$ cat src/design/rv_core_pkg.sv
`default_nettype none

package rv_core_pkg;

    // ------------------------------------------------------------------
    // Widths and sizes.
    // ------------------------------------------------------------------
    localparam int XLEN       = 64;
    localparam int REG_ADDR_W = 5;
    localparam int REG_COUNT  = 32;

    // Register a0 drives the status pin.
    localparam int A0_INDEX = 10;

    typedef logic [XLEN-1:0]       xlen_t;
    typedef logic [REG_ADDR_W-1:0] reg_addr_t;
    typedef logic [31:0]           instr_t;

    // ------------------------------------------------------------------
    // Encodings.
    // ------------------------------------------------------------------
    localparam logic [6:0] OPC_OP     = 7'b0110011;
    localparam logic [6:0] OPC_OP_IMM = 7'b0010011;
    localparam logic [6:0] OPC_LUI    = 7'b0110111;

    localparam logic [2:0] F3_ADD_SUB = 3'b000;
    localparam logic [2:0] F3_SLL     = 3'b001;
    localparam logic [2:0] F3_SLT     = 3'b010;
    localparam logic [2:0] F3_SLTU    = 3'b011;
    localparam logic [2:0] F3_XOR     = 3'b100;
    localparam logic [2:0] F3_SRL_SRA = 3'b101;
    localparam logic [2:0] F3_OR      = 3'b110;
    localparam logic [2:0] F3_AND     = 3'b111;

    // Alternate funct7 selects SUB and SRA.
    localparam logic [6:0] FUNCT7_BASE = 7'b0000000;
    localparam logic [6:0] FUNCT7_ALT  = 7'b0100000;

    // ALU operation; PASS_B serves LUI.
    typedef enum logic [3:0] {
        ALU_ADD, ALU_SUB, ALU_SLL, ALU_SLT, ALU_SLTU, ALU_XOR,
        ALU_SRL, ALU_SRA, ALU_OR, ALU_AND, ALU_PASS_B
    } alu_op_e;

endpackage

`default_nettype wire

$ cat src/design/rv_regfile_if.sv
`default_nettype none

interface rv_regfile_if;
    import rv_core_pkg::*;

    // Read ports.
    reg_addr_t addr_1;
    reg_addr_t addr_2;
    xlen_t     read_data_1;
    xlen_t     read_data_2;

    // Write port.
    reg_addr_t addr_3;
    xlen_t     write_data_3;
    logic      write_en_3;

    modport regfile (
        input  addr_1, addr_2, addr_3, write_data_3, write_en_3,
        output read_data_1, read_data_2
    );

    modport decoder (
        output addr_1, addr_2
    );

    // The execute unit consumes the operands and drives the write port.
    modport writer (
        input  read_data_1, read_data_2,
        output addr_3, write_data_3, write_en_3
    );

endinterface

`default_nettype wire

$ cat src/design/rv_register_file.sv
`default_nettype none

module rv_register_file (
    input  logic                 clk,
    input  logic                 arst,
    rv_regfile_if.regfile        rf,
    output logic                 o_a0_lsb
);
    import rv_core_pkg::*;

    xlen_t regs [REG_COUNT];

    // ------------------------------------------------------------------
    // Write port.
    // ------------------------------------------------------------------
    always_ff @(posedge clk or posedge arst) begin
        if (arst) begin
            for (int i = 0; i < REG_COUNT; i++) begin
                regs[i] <= '0;
            end
        end else if (rf.write_en_3) begin
            regs[rf.addr_3] <= rf.write_data_3;
            // x0 wins over any write that targets it.
            regs[0]         <= '0;
        end
    end

    // ------------------------------------------------------------------
    // Read ports.
    // ------------------------------------------------------------------
    // Combinational, so a write lands before the next cycle's read.
    assign rf.read_data_1 = regs[rf.addr_1];
    assign rf.read_data_2 = regs[rf.addr_2];

    // Status pin.
    assign o_a0_lsb = regs[A0_INDEX][0];

endmodule

`default_nettype wire

$ cat src/flat_wrapper.sv
// flat-port wrapper written by rule: the top's interface ports become plain ports
module rv_register_file_flat import rv_core_pkg::*;
  (clk, arst, o_a0_lsb, rf_addr_1, rf_addr_2, rf_addr_3, rf_write_data_3, rf_write_en_3, rf_read_data_1, rf_read_data_2);
  rv_regfile_if rf_i ();
  input  logic clk;
  input  logic arst;
  output logic o_a0_lsb;
  input wire logic [$bits(rf_i.addr_1)-1:0] rf_addr_1;
  input wire logic [$bits(rf_i.addr_2)-1:0] rf_addr_2;
  input wire logic [$bits(rf_i.addr_3)-1:0] rf_addr_3;
  input wire logic [$bits(rf_i.write_data_3)-1:0] rf_write_data_3;
  input wire logic [$bits(rf_i.write_en_3)-1:0] rf_write_en_3;
  output wire logic [$bits(rf_i.read_data_1)-1:0] rf_read_data_1;
  output wire logic [$bits(rf_i.read_data_2)-1:0] rf_read_data_2;
  assign rf_i.addr_1 = rf_addr_1;
  assign rf_i.addr_2 = rf_addr_2;
  assign rf_i.addr_3 = rf_addr_3;
  assign rf_i.write_data_3 = rf_write_data_3;
  assign rf_i.write_en_3 = rf_write_en_3;
  assign rf_read_data_1 = rf_i.read_data_1;
  assign rf_read_data_2 = rf_i.read_data_2;
  rv_register_file u_core (.clk(clk), .arst(arst), .rf(rf_i), .o_a0_lsb(o_a0_lsb));
endmodule
$ cat config.mk
export PLATFORM = sky130hd
export DESIGN_NAME = rv_register_file_flat
export DESIGN_NICKNAME = d
export VERILOG_FILES = /design/src/design/rv_core_pkg.sv /design/src/design/rv_regfile_if.sv /design/src/design/rv_register_file.sv /design/src/flat_wrapper.sv
export SDC_FILE = /design/constraint.sdc
export NUM_CORES = 2
export LEC_CHECK = 0
export BUFFER_PORTS_ARGS = -buffer_cell sky130_fd_sc_hd__buf_4
export CORE_MARGIN = 5
export CORE_UTILIZATION = 45
export CTS_CLUSTER_SIZE = 40
export DETAILED_ROUTE_END_ITERATION = 16
export SLEW_MARGIN = 20
export SYNTH_ARGS = -nofsm -noshare
export SYNTH_HDL_FRONTEND = slang
export SYNTH_SLANG_ARGS = --single-unit
$ cat constraint.sdc
create_clock -name clk -period 62.6 [get_ports clk]
set_clock_uncertainty 0.2 [all_clocks]
set_input_delay 9.39 -clock clk [delete_from_list [all_inputs] [get_ports clk]]
set_output_delay 9.39 -clock clk [all_outputs]
set_load 0.1 [all_outputs]
==> metrics.cfg <==
[logic_synthesis]
synth-seq-cells=1984
synth_area_sq_um=106400
syn_inst=7130
ys_seq_area_share_pct=46.66
synth-warning-count=0
synth_area_per_cell_sq_um=14.92
netlist-cell-type-count=36
synth_fp_nets=7212
async_flop_share_pct=100.0
synth_edf_count=0
synth-main-ff-cell=dfrtp_1

[clock_network]
ctsLongestPathBuffers=3
ctsHoldBuffers=0
cts_sinks=1984
htree_levels=4
cts_tree=built
clk_latency_ns=0.85
cts_setup_buffers=0
cts_buffers=216
cts_root_buf=clkbuf_16
path_clk_slew_ns=0.06
cts_resized=0

[place]
pre_cts_slack_ns=38.78
gp_congestion=0.7840
hpwl_um=189500
place_area_sq_um=109600
io_buffers=210

[worst_hold_path]
hold_class=reg -> reg
worstHoldStart=u_core.regs[1202]$_DFFE_PP0P_
hold-path-endpoint=u_core.regs[1202]$_DFFE_PP0P_
hold-path-cell-count=1

[worst_setup_path]
r2r-start=u_core.regs[452]$_DFFE_PP0P_
end_kind=output pin
reg2reg_depth=1
path_depth=9
cp_max_fo=51
critPathBufInv=5
worstPathRequired_ns=53.01
crit_path_top_delay_cell=buf_4
cpLargestDelayFamily=buffers and inverters
cp_slowest_stage_delay_ns=0.92
cp_cell_sequence=buf_8 > buf_4 > buf_4 > buf_4 > mux4_2 > a22o_1 > o21ai_1 > o31ai_1 > buf_4
crit_start=rf_addr_2[0]
cp-start-kind=input pin
critPathArrivalTime_ns=14.18
path_common_cell=buf_4
reg2reg_to=u_core.regs[452]$_DFFE_PP0P_
reg2reg_setup_slack_ns=61.58
path_class=in -> out

[grt]
grt_usage_pct=28.05
met1_usage_pct=38.74
antenna_found_initial=24
grt.met3_usage_pct=5.165
grt_pass1_wl_um=508300
top_usage_layer=met2
grt_max_degree=170
use_met2_pct=44.27
first_global_vias=71280
grt_overflow_total=0

[timing]
maxSlewHeadroom_pct=19.47
post-route-period-util_pct=37.96
fin_setup_tns_ns=0
max_freq_mhz=42.08
layout_min_cycle_time_ns=23.77
slew_viol_final=0
final-hold-violation-count=0
post-route-worst-setup-slack_ns=38.83
worstMarginPinSlew_ns=1.205
setup_viol=0
rsz0062_at_grt=no

[detailed_routing]
drt-total-wl_um=347400
ant_nets=0
drc_errors=0
via_per_inst=6.631
dr.pass1.iters=6
dr.first_iter.drc_count=5956
wl_per_cell_um=33.82
num_vias=68110

[floorplanning]
rows=178
dieWidth_um=496.3
die_area_sq_um=246300
io_pins=211
die_h_um=496.3
coreArea_sq_um=235200
start_util_pct=45.24

[run_status]
status=completed

[layout]
final_cell_mix=mux2_2, dfrtp_1, mux4_2, mux2i_1, a22o_1
syn_to_final_growth_pct=9.948
final_common_cell=mux2_2
finalNetCount=7007
drive_above_1_share_pct=49.92
stdcell_area_sq_um=117000

[power_and_ir_drop]
peakVddDrop_v=0.00003304
total_power_w=0.003922
p_leak_nw=50.92
power_density_nw_per_um2=33.53

[flow_run]
max_cap_violations=0

==> cell families after synthesis <==
kind of cell / synth area share, %
mux: 42.23
buf+inv: 3.663
simple gates: 1.135
flops: 46.66
compound gates: 6.313
==> power breakdown <==
group | switching (W) | internal (W) | total (W)
clock | 0.000547 | 0.000756 | 0.00130
sequential | 0.000179 | 0.00153 | 0.00171
combinational | 0.000433 | 0.000472 | 0.000905
==> area by class of cell <==
class / instances / area (sq um)
inverters: 3 / 20.02
clock buffers: 328 / 6439
well taps: 3150 / 3941
clock inverters: 70 / 789.5
repair buffers: 369 / 3003
flip-flops and latches: 1984 / 49650
diodes: 16 / 40.04
fillers: 20020 / 118200
multi-input cells: 4351 / 53110
==> state kept, by name, summed over array words and instances (netlist names) <==
name and count:
u_core.o_a0_lsb 1, u_core.regs 1983
==> synthesized netlist by cell type, types with 2 or more instances <==
cell      count  area share (%)
clkbuf_1    393             1.4
o31ai_1     128            0.90
nand2b_1      2           0.012
a22o_1      383             3.2
o22ai_1     128            0.75
nor3b_2       3           0.035
buf_1        34            0.12
nand2_1      19           0.067
buf_4        71            0.50
inv_2         2          0.0071
nor2b_1       6           0.035
a211oi_1    128            0.90
nand3_1       2          0.0094
nor2_1        2          0.0071
dfrtp_1    1984              47
mux4_2      768              16
buf_2       249             1.2
nor2_2       10           0.059
nor2_4        7           0.074
buf_6        43            0.46
o21ai_1     128            0.60
nand3b_1      3           0.021
and2_1      130            0.76
mux2_2     2013              21
mux2_1       98             1.0
mux2i_1     386             3.6
==> layer usage <==
metal	share of wire (%)	wire [um]
met2	47	162900
met5	0.0037	13
met1	42	146600
met4	4.0	14000
met3	6.9	23870
==> worst max-delay path by stage <==
stage                             endpoint
2_1_floorplan  u_core.o_a0_lsb$_DFFE_PP0P_
3_3_place_gp            rf_read_data_2[21]
3_5_place_dp            rf_read_data_2[21]
4_1_cts                 rf_read_data_2[21]
5_1_grt                 rf_read_data_2[21]
6_report                rf_read_data_2[21]
==> stage by stage <==
stage	hold slack (ns)	cells	util (%)
2_1_floorplan	0.2697	7130	-
3_3_place_gp	0.2810	9853	46.61
3_5_place_dp	0.2925	9853	46.61
4_1_cts	0.3064	10250	49.68
5_1_grt	0.3249	10270	49.74
6_report	0.3030	10270	49.74
(Power assumes the default switching activity.)
