--- src/design/rv_core_pkg.sv ---
`default_nettype none

package rv_core_pkg;

    // ------------------------------------------------------------------
    // Widths and sizes.
    // ------------------------------------------------------------------
    localparam int XLEN       = 64;
    localparam int REG_ADDR_W = 5;
    localparam int REG_COUNT  = 32;

    // Register a0 drives the status pin.
    localparam int A0_INDEX = 10;

    typedef logic [XLEN-1:0]       xlen_t;
    typedef logic [REG_ADDR_W-1:0] reg_addr_t;
    typedef logic [31:0]           instr_t;

    // ------------------------------------------------------------------
    // Encodings.
    // ------------------------------------------------------------------
    localparam logic [6:0] OPC_OP     = 7'b0110011;
    localparam logic [6:0] OPC_OP_IMM = 7'b0010011;
    localparam logic [6:0] OPC_LUI    = 7'b0110111;

    localparam logic [2:0] F3_ADD_SUB = 3'b000;
    localparam logic [2:0] F3_SLL     = 3'b001;
    localparam logic [2:0] F3_SLT     = 3'b010;
    localparam logic [2:0] F3_SLTU    = 3'b011;
    localparam logic [2:0] F3_XOR     = 3'b100;
    localparam logic [2:0] F3_SRL_SRA = 3'b101;
    localparam logic [2:0] F3_OR      = 3'b110;
    localparam logic [2:0] F3_AND     = 3'b111;

    // Alternate funct7 selects SUB and SRA.
    localparam logic [6:0] FUNCT7_BASE = 7'b0000000;
    localparam logic [6:0] FUNCT7_ALT  = 7'b0100000;

    // ALU operation; PASS_B serves LUI.
    typedef enum logic [3:0] {
        ALU_ADD, ALU_SUB, ALU_SLL, ALU_SLT, ALU_SLTU, ALU_XOR,
        ALU_SRL, ALU_SRA, ALU_OR, ALU_AND, ALU_PASS_B
    } alu_op_e;

endpackage

`default_nettype wire

--- src/design/rv_regfile_if.sv ---
`default_nettype none

interface rv_regfile_if;
    import rv_core_pkg::*;

    // Read ports.
    reg_addr_t addr_1;
    reg_addr_t addr_2;
    xlen_t     read_data_1;
    xlen_t     read_data_2;

    // Write port.
    reg_addr_t addr_3;
    xlen_t     write_data_3;
    logic      write_en_3;

    modport regfile (
        input  addr_1, addr_2, addr_3, write_data_3, write_en_3,
        output read_data_1, read_data_2
    );

    modport decoder (
        output addr_1, addr_2
    );

    // The execute unit consumes the operands and drives the write port.
    modport writer (
        input  read_data_1, read_data_2,
        output addr_3, write_data_3, write_en_3
    );

endinterface

`default_nettype wire

--- src/design/rv_uop_if.sv ---
`default_nettype none

interface rv_uop_if;
    import rv_core_pkg::*;

    logic      valid;
    logic      illegal;
    alu_op_e   alu_op;
    logic      use_imm;
    xlen_t     imm;
    reg_addr_t rd;

    modport decoder (
        output valid, illegal, alu_op, use_imm, imm, rd
    );

    modport execute (
        input  valid, illegal, alu_op, use_imm, imm, rd
    );

endinterface

`default_nettype wire

--- src/design/rv_decoder.sv ---
`default_nettype none

module rv_decoder (
    input  rv_core_pkg::instr_t  i_instr,
    input  logic                 i_instr_valid,
    rv_regfile_if.decoder        rf,
    rv_uop_if.decoder            uop
);
    import rv_core_pkg::*;

    // ------------------------------------------------------------------
    // Instruction fields.
    // ------------------------------------------------------------------
    logic [6:0] opcode;
    logic [2:0] funct3;
    logic [6:0] funct7;
    logic [5:0] funct6;
    reg_addr_t  rd;
    reg_addr_t  rs1;
    reg_addr_t  rs2;
    xlen_t      imm_i;
    xlen_t      imm_u;

    assign opcode = i_instr[6:0];
    assign rd     = i_instr[11:7];
    assign funct3 = i_instr[14:12];
    assign rs1    = i_instr[19:15];
    assign rs2    = i_instr[24:20];
    assign funct7 = i_instr[31:25];
    assign funct6 = i_instr[31:26];

    // Immediates, both sign extended to XLEN.
    assign imm_i = {{(XLEN-12){i_instr[31]}}, i_instr[31:20]};
    assign imm_u = {{(XLEN-32){i_instr[31]}}, i_instr[31:12], 12'b0};

    // ------------------------------------------------------------------
    // Operation select and legality.
    // ------------------------------------------------------------------
    alu_op_e   alu_op;
    logic      use_imm;
    xlen_t     imm;
    logic      legal;
    reg_addr_t rs1_sel;

    always_comb begin
        alu_op  = ALU_ADD;
        use_imm = 1'b0;
        imm     = '0;
        legal   = 1'b0;
        rs1_sel = rs1;
        case (opcode)
            OPC_OP: begin
                legal = (funct7 == FUNCT7_BASE) ||
                        (funct7 == FUNCT7_ALT &&
                         (funct3 == F3_ADD_SUB || funct3 == F3_SRL_SRA));
                case (funct3)
                    F3_ADD_SUB: alu_op = funct7[5] ? ALU_SUB : ALU_ADD;
                    F3_SLL:     alu_op = ALU_SLL;
                    F3_SLT:     alu_op = ALU_SLT;
                    F3_SLTU:    alu_op = ALU_SLTU;
                    F3_XOR:     alu_op = ALU_XOR;
                    F3_SRL_SRA: alu_op = funct7[5] ? ALU_SRA : ALU_SRL;
                    F3_OR:      alu_op = ALU_OR;
                    default:    alu_op = ALU_AND;
                endcase
            end
            OPC_OP_IMM: begin
                use_imm = 1'b1;
                imm     = imm_i;
                legal   = 1'b1;
                case (funct3)
                    F3_ADD_SUB: alu_op = ALU_ADD;
                    F3_SLL: begin
                        alu_op = ALU_SLL;
                        legal  = (funct6 == FUNCT7_BASE[6:1]);
                    end
                    F3_SLT:     alu_op = ALU_SLT;
                    F3_SLTU:    alu_op = ALU_SLTU;
                    F3_XOR:     alu_op = ALU_XOR;
                    F3_SRL_SRA: begin
                        // 6-bit shamt leaves funct6 to pick the shift kind.
                        alu_op = funct6[4] ? ALU_SRA : ALU_SRL;
                        legal  = (funct6 == FUNCT7_BASE[6:1]) ||
                                 (funct6 == FUNCT7_ALT[6:1]);
                    end
                    F3_OR:      alu_op = ALU_OR;
                    default:    alu_op = ALU_AND;
                endcase
            end
            OPC_LUI: begin
                alu_op  = ALU_PASS_B;
                use_imm = 1'b1;
                imm     = imm_u;
                legal   = 1'b1;
                rs1_sel = '0;
            end
            default: begin
                legal = 1'b0;
            end
        endcase
    end

    // ------------------------------------------------------------------
    // Outputs.
    // ------------------------------------------------------------------
    assign rf.addr_1 = rs1_sel;
    assign rf.addr_2 = rs2;

    assign uop.valid   = i_instr_valid & legal;
    assign uop.illegal = i_instr_valid & ~legal;
    assign uop.alu_op  = alu_op;
    assign uop.use_imm = use_imm;
    assign uop.imm     = imm;
    assign uop.rd      = rd;

endmodule

`default_nettype wire

--- src/flat_wrapper.sv ---
// flat-port wrapper written by rule: the top's interface ports become plain ports
module rv_decoder_flat import rv_core_pkg::*;
  (i_instr, i_instr_valid, rf_addr_1, rf_addr_2, uop_valid, uop_illegal, uop_alu_op, uop_use_imm, uop_imm, uop_rd);
  rv_regfile_if rf_i ();
  rv_uop_if uop_i ();
  input  rv_core_pkg::instr_t i_instr;
  input  logic i_instr_valid;
  output wire logic [$bits(rf_i.addr_1)-1:0] rf_addr_1;
  output wire logic [$bits(rf_i.addr_2)-1:0] rf_addr_2;
  output wire logic [$bits(uop_i.valid)-1:0] uop_valid;
  output wire logic [$bits(uop_i.illegal)-1:0] uop_illegal;
  output wire logic [$bits(uop_i.alu_op)-1:0] uop_alu_op;
  output wire logic [$bits(uop_i.use_imm)-1:0] uop_use_imm;
  output wire logic [$bits(uop_i.imm)-1:0] uop_imm;
  output wire logic [$bits(uop_i.rd)-1:0] uop_rd;
  assign rf_addr_1 = rf_i.addr_1;
  assign rf_addr_2 = rf_i.addr_2;
  assign uop_valid = uop_i.valid;
  assign uop_illegal = uop_i.illegal;
  assign uop_alu_op = uop_i.alu_op;
  assign uop_use_imm = uop_i.use_imm;
  assign uop_imm = uop_i.imm;
  assign uop_rd = uop_i.rd;
  rv_decoder u_core (.i_instr(i_instr), .i_instr_valid(i_instr_valid), .rf(rf_i), .uop(uop_i));
endmodule
--- config.mk ---
export PLATFORM = sky130hd
export DESIGN_NAME = rv_decoder_flat
export DESIGN_NICKNAME = d
export VERILOG_FILES = /design/src/design/rv_core_pkg.sv /design/src/design/rv_regfile_if.sv /design/src/design/rv_uop_if.sv /design/src/design/rv_decoder.sv /design/src/flat_wrapper.sv
export SDC_FILE = /design/constraint.sdc
export NUM_CORES = 1
export LEC_CHECK = 0
export ABC_AREA = 1
export BUFFER_PORTS_ARGS = -buffer_cell sky130_fd_sc_hd__buf_2
export CAP_MARGIN = 0
export CORE_MARGIN = 1
export CORE_UTILIZATION = 34
export DETAILED_ROUTE_END_ITERATION = 7
export MAX_ROUTING_LAYER = met4
export PLACE_DENSITY_LB_ADDON = 0.08
export SLEW_MARGIN = 25
export SYNTH_ARGS = -nofsm -noshare
export SYNTH_HDL_FRONTEND = slang
export SYNTH_SLANG_ARGS = --single-unit
--- constraint.sdc ---
create_clock -name vclk -period 2.2
set_clock_uncertainty 0.15 [all_clocks]
set_input_delay 0 -clock vclk [all_inputs]
set_output_delay 0 -clock vclk [all_outputs]
set_load 0.03 [all_outputs]
==> run_summary.xml, run 1 <==
<?xml version="1.0" encoding="UTF-8"?>
<metrics>
  <group name="layout">
    <metric name="nClkBuffers" unit="">0</metric>
    <metric name="finalNetCount" unit="">261</metric>
    <metric name="number_of_filler_cells_placed_in_the_layout" unit="">269</metric>
    <metric name="post_route_cells_drive_above_1_share" unit="%">59.73</metric>
    <metric name="antenna_cells_inserted" unit="">0</metric>
    <metric name="n_sequential_cell" unit="">0</metric>
    <metric name="multiInputGateArea" unit="µm²">442.9</metric>
    <metric name="syn2layout_area_growth" unit="%">29.82</metric>
    <metric name="register_area" unit="µm²">0</metric>
  </group>
  <group name="synth">
    <metric name="netlist_top_cells_count" unit="">buf_4, inv_1, nor2_1</metric>
    <metric name="synthesis.nets" unit="">190</metric>
    <metric name="synth.area.top_cells" unit="">buf_4, o21ai_2, inv_1</metric>
    <metric name="most_instantiated_library_cell_after_synthesis" unit="">buf_4</metric>
    <metric name="warning_count_from_the_yosys_run" unit="">0</metric>
    <metric name="synth_seq_area_share" unit="%">0</metric>
    <metric name="synth.top_cell.area_share" unit="%">34.01</metric>
    <metric name="syn_area_per_cell" unit="µm²">5.905</metric>
    <metric name="synthCells" unit="">157</metric>
    <metric name="mappedNetlistArea" unit="µm²">927.1</metric>
    <metric name="post-synth-top-area-cell" unit="">buf_4</metric>
    <metric name="synth_cell_type_count" unit="">19</metric>
  </group>
  <group name="timing">
    <metric name="final.min_clock_period" unit="ps">1375</metric>
    <metric name="grt_setup_unrepaired" unit="">no</metric>
    <metric name="worst_slew_pin_slew" unit="ps">531.8</metric>
    <metric name="fmax" unit="MHz">727.2</metric>
    <metric name="final.period_utilization" unit="%">62.51</metric>
    <metric name="timing.final.max_slew_violations" unit="">0</metric>
    <metric name="timing.final.hold_violations" unit="">0</metric>
    <metric name="timing.slew.headroom" unit="%">64.42</metric>
    <metric name="final-setup-viol-count" unit="">0</metric>
    <metric name="final.hold.worst_slack" unit="ps">114.8</metric>
    <metric name="setup-tns-final" unit="ps">0</metric>
  </group>
  <group name="job">
    <metric name="timing.max_cap.violations" unit="">0</metric>
  </group>
  <group name="die">
    <metric name="dieWidth" unit="µm">54.22</metric>
    <metric name="initial_util" unit="%">36.76</metric>
    <metric name="floorplan.io_pins" unit="">119</metric>
    <metric name="floorplan.die.height" unit="µm">54.22</metric>
    <metric name="core_region_area" unit="µm²">2522</metric>
    <metric name="core.rowCount" unit="">18</metric>
    <metric name="die_area" unit="µm²">2940</metric>
  </group>
  <group name="setup_path">
    <metric name="setup.worst_path.start_class" unit="">input port</metric>
    <metric name="timing.critical_path.fanout_max" unit="">15</metric>
    <metric name="critical_path.endpoint_type" unit="">primary output</metric>
    <metric name="critical_path_class" unit="">in -&gt; out</metric>
    <metric name="cp.arrival" unit="ps">1230</metric>
    <metric name="crit_required" unit="ps">2050</metric>
  </group>
  <group name="hold_path">
    <metric name="min-delay-path-class" unit="">in -&gt; out</metric>
  </group>
  <group name="drt">
    <metric name="drc" unit="">0</metric>
    <metric name="avgRoutedWirePerCell" unit="µm">9.391</metric>
    <metric name="wl" unit="µm">2404</metric>
    <metric name="via_per_inst" unit="">4.348</metric>
    <metric name="drtPass1Iterations" unit="">4</metric>
    <metric name="vias" unit="">1113</metric>
    <metric name="ant_nets" unit="">0</metric>
    <metric name="detailedRoute.firstIterationViolations" unit="">4</metric>
  </group>
  <group name="grt">
    <metric name="grt_overflow" unit="">0</metric>
    <metric name="grt_usage" unit="%">14.31</metric>
    <metric name="initial_antenna_violation_count" unit="">0</metric>
    <metric name="grt_first_pass_wirelength" unit="µm">3174</metric>
    <metric name="number_of_global_route_vias_before_repair" unit="">790</metric>
    <metric name="grt_start_max_net_pins" unit="">34</metric>
  </group>
  <group name="placement">
    <metric name="gp_congestion" unit="">0.7717</metric>
    <metric name="hpwl" unit="µm">2001</metric>
    <metric name="place.port_buffers" unit="">109</metric>
  </group>
  <group name="pwr">
    <metric name="power_density" unit="nW/µm²">124.3</metric>
    <metric name="power_leakage" unit="nW">0.9288</metric>
    <metric name="ir_worst_vdd" unit="mV">0.1110</metric>
  </group>
  <group name="outcome">
    <metric name="outcome" unit="">completed</metric>
  </group>
  <group name="clocking">
    <metric name="post_cts_resized" unit="">0</metric>
  </group>
</metrics>
## cells in the final DEF, fill, tap and decap left out
cell,synthesis,layout
nor3_1,2,2
nor2_4,1,1
nand3_1,9,9
o21ai_0,4,4
nand2_1,11,11
nand2_2,3,3
nor2_2,1,1
o21ai_1,1,1
nor2_1,25,25
o31ai_1,1,1
dlygate4sd3_1,0,5
buf_2,0,109
o21ai_2,16,16
a21oi_2,1,1
a21boi_0,1,1
a21oi_1,3,3
buf_4,42,2
inv_1,29,29
inv_2,1,1
nor3b_2,1,1
## cells by family after synthesis
kind of cell,Yosys count,share of synthesized area [%]
AO/OA/AOI/OAI,27,22.00
buffers and inverters,77,52.23
AND/OR/NAND/NOR,53,25.78
## where the power goes
part / total [W] / switching (W) / leakage (nW) / internal, W
clock: 0 / 0 / 0 / 0
sequential: 0 / 0 / 0 / 0
combinational: 0.000150 / 0.000100 / 0.929 / 0.0000495
total: 0.000150 / 0.000100 / 0.929 / 0.0000495
## final timing paths
path,from,endpoint,cells past startpoint
worst max-delay path,i_instr[6],rf_addr_1[2],9
worst min-delay path,i_instr[20],rf_addr_2[0],2
## stage by stage
stage | power, W | instances | utilization, % | worst slack [ps] | area (µm²)
floorplan | 0.0001080 | 157 | - | 242.8 | 927.1
global placement | 0.0001312 | 251 | 45.73 | 843.7 | 1154
detailed placement | 0.0001325 | 251 | 45.73 | 797.4 | 1154
CTS | 0.0001503 | 256 | 47.72 | 796.6 | 1204
global route | 0.0001641 | 256 | 47.72 | 650.0 | 1204
finish | 0.0001496 | 256 | 47.72 | 824.9 | 1204
## critical path, cell delays in order
cell,delay (ps)
buf_2,80
inv_1,40
nand3_1,80
inv_1,50
nand2_2,220
buf_4,310
inv_1,130
nor2_1,100
buf_2,200
## what timing repair did
action / 4_1_cts / 5_1_grt
setup buffers: 0 / 0
endpoints found under the hold margin: 5 / 0
hold buffers: 5 / 0
## area by class of cell
type	instances	share of cell area (%)
Tap cell	30	3.119
Multi-Input combinational cell	80	36.80
Inverter	30	9.356
Timing Repair Buffer	116	50.73
## routing by layer
layer	GRT usage (%)	part of all wire (%)
met1	16.18	39
met5	-	0
met3	0.2778	8.4
met2	29.07	52
met4	0	0
Note: power is estimated with default switching activity, not from simulation.
==> inputs of run 2 (changes only) <==
Clock period 2.2 ns to 1.35 ns, I/O delays scaled along.
==> run_summary.xml, run 2 (same netlist as run 1, synthesis figures left out) <==
<?xml version="1.0" encoding="UTF-8"?>
<metrics>
  <group name="pwr">
    <metric name="power_density" unit="nW/µm²">197.0</metric>
    <metric name="ir_worst_vdd" unit="mV">0.1959</metric>
    <metric name="design_power_total" unit="W">0.0002521</metric>
    <metric name="power_leakage" unit="nW">0.9572</metric>
  </group>
  <group name="drt">
    <metric name="ant_nets" unit="">0</metric>
    <metric name="avgRoutedWirePerCell" unit="µm">9.508</metric>
    <metric name="drc" unit="">0</metric>
    <metric name="detailedRoute.firstIterationViolations" unit="">12</metric>
    <metric name="vias" unit="">1117</metric>
    <metric name="via_per_inst" unit="">4.296</metric>
    <metric name="wl" unit="µm">2472</metric>
    <metric name="drtPass1Iterations" unit="">4</metric>
  </group>
  <group name="placement">
    <metric name="placed_cells" unit="">255</metric>
    <metric name="placed_cell_area" unit="µm²">1230</metric>
    <metric name="place.port_buffers" unit="">109</metric>
    <metric name="hpwl" unit="µm">2156</metric>
    <metric name="gp_congestion" unit="">0.7911</metric>
  </group>
  <group name="clocking">
    <metric name="post_cts_hold_buffer_count" unit="">5</metric>
    <metric name="number_of_setup_buffers_added_after_cts" unit="">0</metric>
    <metric name="post_cts_resized" unit="">0</metric>
  </group>
  <group name="setup_path">
    <metric name="critical_path_class" unit="">in -&gt; out</metric>
    <metric name="crit_required" unit="ps">1200</metric>
    <metric name="critical_path.endpoint_type" unit="">primary output</metric>
    <metric name="cp.arrival" unit="ps">1080</metric>
    <metric name="timing.critical_path.fanout_max" unit="">16</metric>
    <metric name="path_buf_inv" unit="">4</metric>
    <metric name="setup.worst_path.start_class" unit="">input port</metric>
    <metric name="max_stage_delay" unit="ps">190</metric>
    <metric name="worst_path_dominant_cell_family" unit="">buffers and inverters</metric>
    <metric name="path_common_cell" unit="">buf_2</metric>
    <metric name="slowest_stage" unit="">buf_12</metric>
    <metric name="crit_chain" unit="">buf_2 -&gt; nand2_8 -&gt; nor3b_2 -&gt; nand2_2 -&gt; buf_12 -&gt; nand3_1 -&gt; nand2_1 -&gt; inv_1 -&gt; buf_2</metric>
  </group>
  <group name="hold_path">
    <metric name="min-delay-path-class" unit="">in -&gt; out</metric>
  </group>
  <group name="job">
    <metric name="timing.max_cap.violations" unit="">0</metric>
  </group>
  <group name="layout">
    <metric name="finalNetCount" unit="">265</metric>
    <metric name="register_area" unit="µm²">0</metric>
    <metric name="post_route_cells_drive_above_1_share" unit="%">60.43</metric>
    <metric name="antenna_cells_inserted" unit="">0</metric>
    <metric name="n_sequential_cell" unit="">0</metric>
    <metric name="final_core_util" unit="%">50.74</metric>
    <metric name="final_common_cell" unit="">buf_2</metric>
    <metric name="commonest_cells_after_routing_fill_and_taps_aside" unit="">buf_2, inv_1, nor2_1</metric>
    <metric name="number_of_filler_cells_placed_in_the_layout" unit="">257</metric>
    <metric name="nClkBuffers" unit="">0</metric>
    <metric name="syn2layout_area_growth" unit="%">38.06</metric>
    <metric name="fin_area" unit="µm²">1280</metric>
    <metric name="layoutNonFillerInstCount" unit="">260</metric>
  </group>
  <group name="die">
    <metric name="initial_util" unit="%">36.76</metric>
    <metric name="die_area" unit="µm²">2940</metric>
    <metric name="core.rowCount" unit="">18</metric>
    <metric name="dieWidth" unit="µm">54.22</metric>
    <metric name="floorplan.die.height" unit="µm">54.22</metric>
    <metric name="floorplan.io_pins" unit="">119</metric>
    <metric name="core_region_area" unit="µm²">2522</metric>
  </group>
  <group name="timing">
    <metric name="final.period_utilization" unit="%">90.96</metric>
    <metric name="timing.final.hold_violations" unit="">0</metric>
    <metric name="final-setup-viol-count" unit="">0</metric>
    <metric name="grt_setup_unrepaired" unit="">no</metric>
    <metric name="worst_slew_pin_slew" unit="ps">311.4</metric>
    <metric name="setup-tns-final" unit="ps">0</metric>
    <metric name="fmax" unit="MHz">814.4</metric>
    <metric name="timing.final.max_slew_violations" unit="">0</metric>
    <metric name="timing.slew.headroom" unit="%">79.17</metric>
    <metric name="final.min_clock_period" unit="ps">1228</metric>
  </group>
  <group name="grt">
    <metric name="grt_first_pass_wirelength" unit="µm">3180</metric>
    <metric name="number_of_global_route_vias_before_repair" unit="">761</metric>
    <metric name="grt_overflow" unit="">0</metric>
    <metric name="grt_usage" unit="%">14.55</metric>
    <metric name="initial_antenna_violation_count" unit="">0</metric>
    <metric name="grt_start_max_net_pins" unit="">34</metric>
  </group>
  <group name="outcome">
    <metric name="outcome" unit="">completed</metric>
  </group>
</metrics>
run 2: through the flow:
step | hold WS (ps) | setup WS (ps)
floorplan | -18.33 | -181.3
global placement | -149.8 | 139.6
detailed placement | -149.8 | 99.90
CTS | 115.9 | 100.3
global route | 133.0 | 0.6419
finish | 115.2 | 122.1
run 2: final cells by class:
class	count	area [µm²]	share of cell area [%]
timing repair buffer	120	665.6	52.00
multi-input combinational	80	464.2	36.27
inverter	30	112.6	8.798
tap	30	37.54	2.933
run 2: path summary, 6_finish.rpt:
path,start,endpoint,slack (ps),cells past startpoint
hold / removal,i_instr[22],rf_addr_2[2],120,2
setup / recovery,i_instr[1],uop_valid,120,9
run 2: report_power, final:
part,switching (W),leakage (nW),total [W],internal (W)
registers,0,0,0,0
logic,0.000168,0.957,0.000252,0.0000842
clock network,0,0,0,0
run 2: layer usage:
metal  part of all wire (%)  track usage [%]  wire length (µm)  vias up
li1                       -                -                 -      585
met1                     40            17.16               986      475
met2                     53            28.46              1312       57
met3                    7.0           0.5556               173        0
met4                      0                0                 0        0
met5                      0                -                 0        -
==> inputs of run 3 (changes only) <==
Settings changed: ABC_AREA 1 to 0, CORE_UTILIZATION 34 to 32.
==> run_summary.xml, run 3 <==
<?xml version="1.0" encoding="UTF-8"?>
<metrics>
  <group name="setup_path">
    <metric name="setup.worst_path.start_class" unit="">input port</metric>
    <metric name="timing.critical_path.fanout_max" unit="">16</metric>
    <metric name="max_stage_delay" unit="ps">290</metric>
    <metric name="cp.arrival" unit="ps">1280</metric>
    <metric name="crit_required" unit="ps">1200</metric>
    <metric name="critical_path.endpoint_type" unit="">primary output</metric>
    <metric name="critical_path_class" unit="">in -&gt; out</metric>
    <metric name="crit_chain" unit="">buf_8 -&gt; nor4b_4 -&gt; nor3b_4 -&gt; and2_4 -&gt; buf_12 -&gt; a21o_1 -&gt; buf_6</metric>
    <metric name="path_buf_inv" unit="">3</metric>
    <metric name="slowest_stage" unit="">nor4b_4</metric>
    <metric name="worst_path_dominant_cell_family" unit="">simple AND/OR/NAND/NOR gates</metric>
  </group>
  <group name="drt">
    <metric name="drtPass1Iterations" unit="">2</metric>
    <metric name="wl" unit="µm">2964</metric>
    <metric name="met3WireLength" unit="µm">254</metric>
    <metric name="ant_nets" unit="">0</metric>
    <metric name="vias" unit="">1114</metric>
    <metric name="wl_met1" unit="µm">1153</metric>
    <metric name="via_per_inst" unit="">4.761</metric>
    <metric name="top_layer_used" unit="">met4</metric>
    <metric name="avgRoutedWirePerCell" unit="µm">12.67</metric>
    <metric name="wl_met2" unit="µm">1506</metric>
    <metric name="detailedRoute.firstIterationViolations" unit="">9</metric>
    <metric name="drc" unit="">0</metric>
  </group>
  <group name="timing">
    <metric name="grt_setup_unrepaired" unit="">yes</metric>
    <metric name="final-setup-viol-count" unit="">57</metric>
    <metric name="finalWorstSetupSlack" unit="ps">-77.73</metric>
    <metric name="timing.final.max_slew_violations" unit="">0</metric>
    <metric name="final.min_clock_period" unit="ps">1428</metric>
    <metric name="timing.slew.headroom" unit="%">79.35</metric>
    <metric name="worst_slew_pin_slew" unit="ps">308.8</metric>
    <metric name="fmax" unit="MHz">700.4</metric>
    <metric name="timing.final.hold_violations" unit="">0</metric>
    <metric name="final.period_utilization" unit="%">105.8</metric>
  </group>
  <group name="synth">
    <metric name="mappedNetlistArea" unit="µm²">835.8</metric>
    <metric name="synth.area.top_cells" unit="">buf_4, a21o_1, and2_1</metric>
    <metric name="syn_area_per_cell" unit="µm²">6.965</metric>
    <metric name="synth_cell_type_count" unit="">30</metric>
    <metric name="synthCells" unit="">120</metric>
    <metric name="synthesis.nets" unit="">153</metric>
    <metric name="most_instantiated_library_cell_after_synthesis" unit="">buf_4</metric>
    <metric name="synth_seq_area_share" unit="%">0</metric>
    <metric name="synth.top_cell.area_share" unit="%">37.72</metric>
    <metric name="warning_count_from_the_yosys_run" unit="">0</metric>
    <metric name="post-synth-top-area-cell" unit="">buf_4</metric>
    <metric name="netlist_top_cells_count" unit="">buf_4, a21o_1, and2_1</metric>
  </group>
  <group name="grt">
    <metric name="number_of_global_route_vias_before_repair" unit="">944</metric>
    <metric name="grt_usage" unit="%">19.83</metric>
    <metric name="grt_start_max_net_pins" unit="">17</metric>
    <metric name="grt_overflow" unit="">0</metric>
    <metric name="grt_first_pass_wirelength" unit="µm">4181</metric>
    <metric name="initial_antenna_violation_count" unit="">0</metric>
  </group>
  <group name="pwr">
    <metric name="clock_network_power_share" unit="%">0</metric>
    <metric name="ir_worst_vdd" unit="mV">0.1779</metric>
    <metric name="pwr-share-comb" unit="%">100.0</metric>
    <metric name="power_density" unit="nW/µm²">169.2</metric>
    <metric name="design_power_total" unit="W">0.0002817</metric>
    <metric name="power_leakage" unit="nW">1.044</metric>
    <metric name="power_report.internal_total" unit="W">0.0001195</metric>
    <metric name="power.switching" unit="W">0.0001622</metric>
    <metric name="flop_pwr_share" unit="%">0</metric>
    <metric name="net_sw_share" unit="%">57.57</metric>
  </group>
  <group name="layout">
    <metric name="syn2layout_area_growth" unit="%">99.25</metric>
    <metric name="final_common_cell" unit="">buf_4</metric>
    <metric name="antenna_cells_inserted" unit="">0</metric>
    <metric name="layoutNonFillerInstCount" unit="">234</metric>
    <metric name="post_route_cells_drive_above_1_share" unit="%">72.06</metric>
    <metric name="nClkBuffers" unit="">0</metric>
    <metric name="register_area" unit="µm²">0</metric>
    <metric name="fin_area" unit="µm²">1665</metric>
    <metric name="n_sequential_cell" unit="">0</metric>
    <metric name="commonest_cells_after_routing_fill_and_taps_aside" unit="">buf_4, buf_2, buf_6</metric>
    <metric name="finalNetCount" unit="">239</metric>
  </group>
  <group name="placement">
    <metric name="hpwl" unit="µm">1970</metric>
    <metric name="placed_cells" unit="">224</metric>
    <metric name="gp_congestion" unit="">0.6987</metric>
    <metric name="place.port_buffers" unit="">109</metric>
    <metric name="minimum_setup_slack_after_placement" unit="ps">-175.9</metric>
    <metric name="placed_cell_area" unit="µm²">1211</metric>
  </group>
  <group name="outcome">
    <metric name="failing_checks" unit="">negative setup slack</metric>
    <metric name="outcome" unit="">finished, violations left</metric>
  </group>
  <group name="die">
    <metric name="dieWidth" unit="µm">53.11</metric>
    <metric name="floorplan.die.height" unit="µm">53.11</metric>
    <metric name="die_area" unit="µm²">2820</metric>
    <metric name="core_region_area" unit="µm²">2477</metric>
    <metric name="core.rowCount" unit="">18</metric>
    <metric name="initial_util" unit="%">33.74</metric>
    <metric name="floorplan.io_pins" unit="">119</metric>
  </group>
  <group name="job">
    <metric name="timing.max_cap.violations" unit="">0</metric>
  </group>
  <group name="hold_path">
    <metric name="min-delay-path-class" unit="">in -&gt; out</metric>
  </group>
</metrics>
-- run 3: cell count changes in the layout (fill, tap and decap cells not counted), sizes merged, moves of 2 or more --
cell / before / now
nand3: 9 / 1
o211ai: 0 / 2
inv: 30 / 1
a21oi: 4 / 1
nor2: 27 / 3
a21o: 0 / 19
o21a: 0 / 4
nand2b: 0 / 2
buf: 115 / 125
nand2: 14 / 4
o21ai: 21 / 5
and2: 0 / 18
-- run 3: final timing paths --
path	start	to	cells after the start
worst min-delay path	i_instr[20]	rf_addr_2[0]	2
worst max-delay path	i_instr[2]	uop_imm[27]	7
-- run 3: what timing repair did --
item	in CTS	in global routing
setup buffers	2	0
gates resized for setup	105	16
gates cloned	3	0
endpoints found under the setup margin	61	71
hold buffers	5	0
endpoints found under the hold margin	5	0
pin swaps	4	8
-- run 3: area by class of cell --
class / instances / area (µm²)
Fill cell: 214 / 812.0
Inverter: 1 / 3.754
Multi-Input combinational cell: 73 / 594.3
Tap cell: 30 / 37.54
Timing Repair Buffer: 130 / 1030
-- run 3: logic make-up (layout without fill, tap and decap cells) --
logic type / Yosys count / in the layout / share of synthesized area (%)
xor+xnor: 1 / 1 / 1.048
simple gates: 37 / 37 / 28.14
compound gates: 32 / 35 / 27.25
buf+inv: 50 / 131 / 43.56
-- run 3: metal layers --
layer	vias up	GRT usage (%)
met5	-	-
met4	0	2.193
met3	4	1.149
met2	75	39.45
met1	501	21.89
li1	534	-
-- run 3: metrics by stage --
stage / TNS [ps] / hold WS, ps / utilization, %
finish: -1644 / 128.3 / 67.22
floorplan: -2735 / -18.33 / -
global placement: -5666 / -149.6 / 48.89
CTS: -2019 / 125.7 / 65.05
global route: -7329 / 132.3 / 67.22
detailed placement: -8201 / -149.6 / 48.89
-- run 3: power by group through the flow --
stage	combinational, W	sequential (W)	clock, W
6_report	0.000282	0	0
3_5_place_dp	0.000218	0	0
3_3_place_gp	0.000216	0	0
5_1_grt	0.000302	0	0
2_1_floorplan	0.000159	0	0
4_1_cts	0.000274	0	0
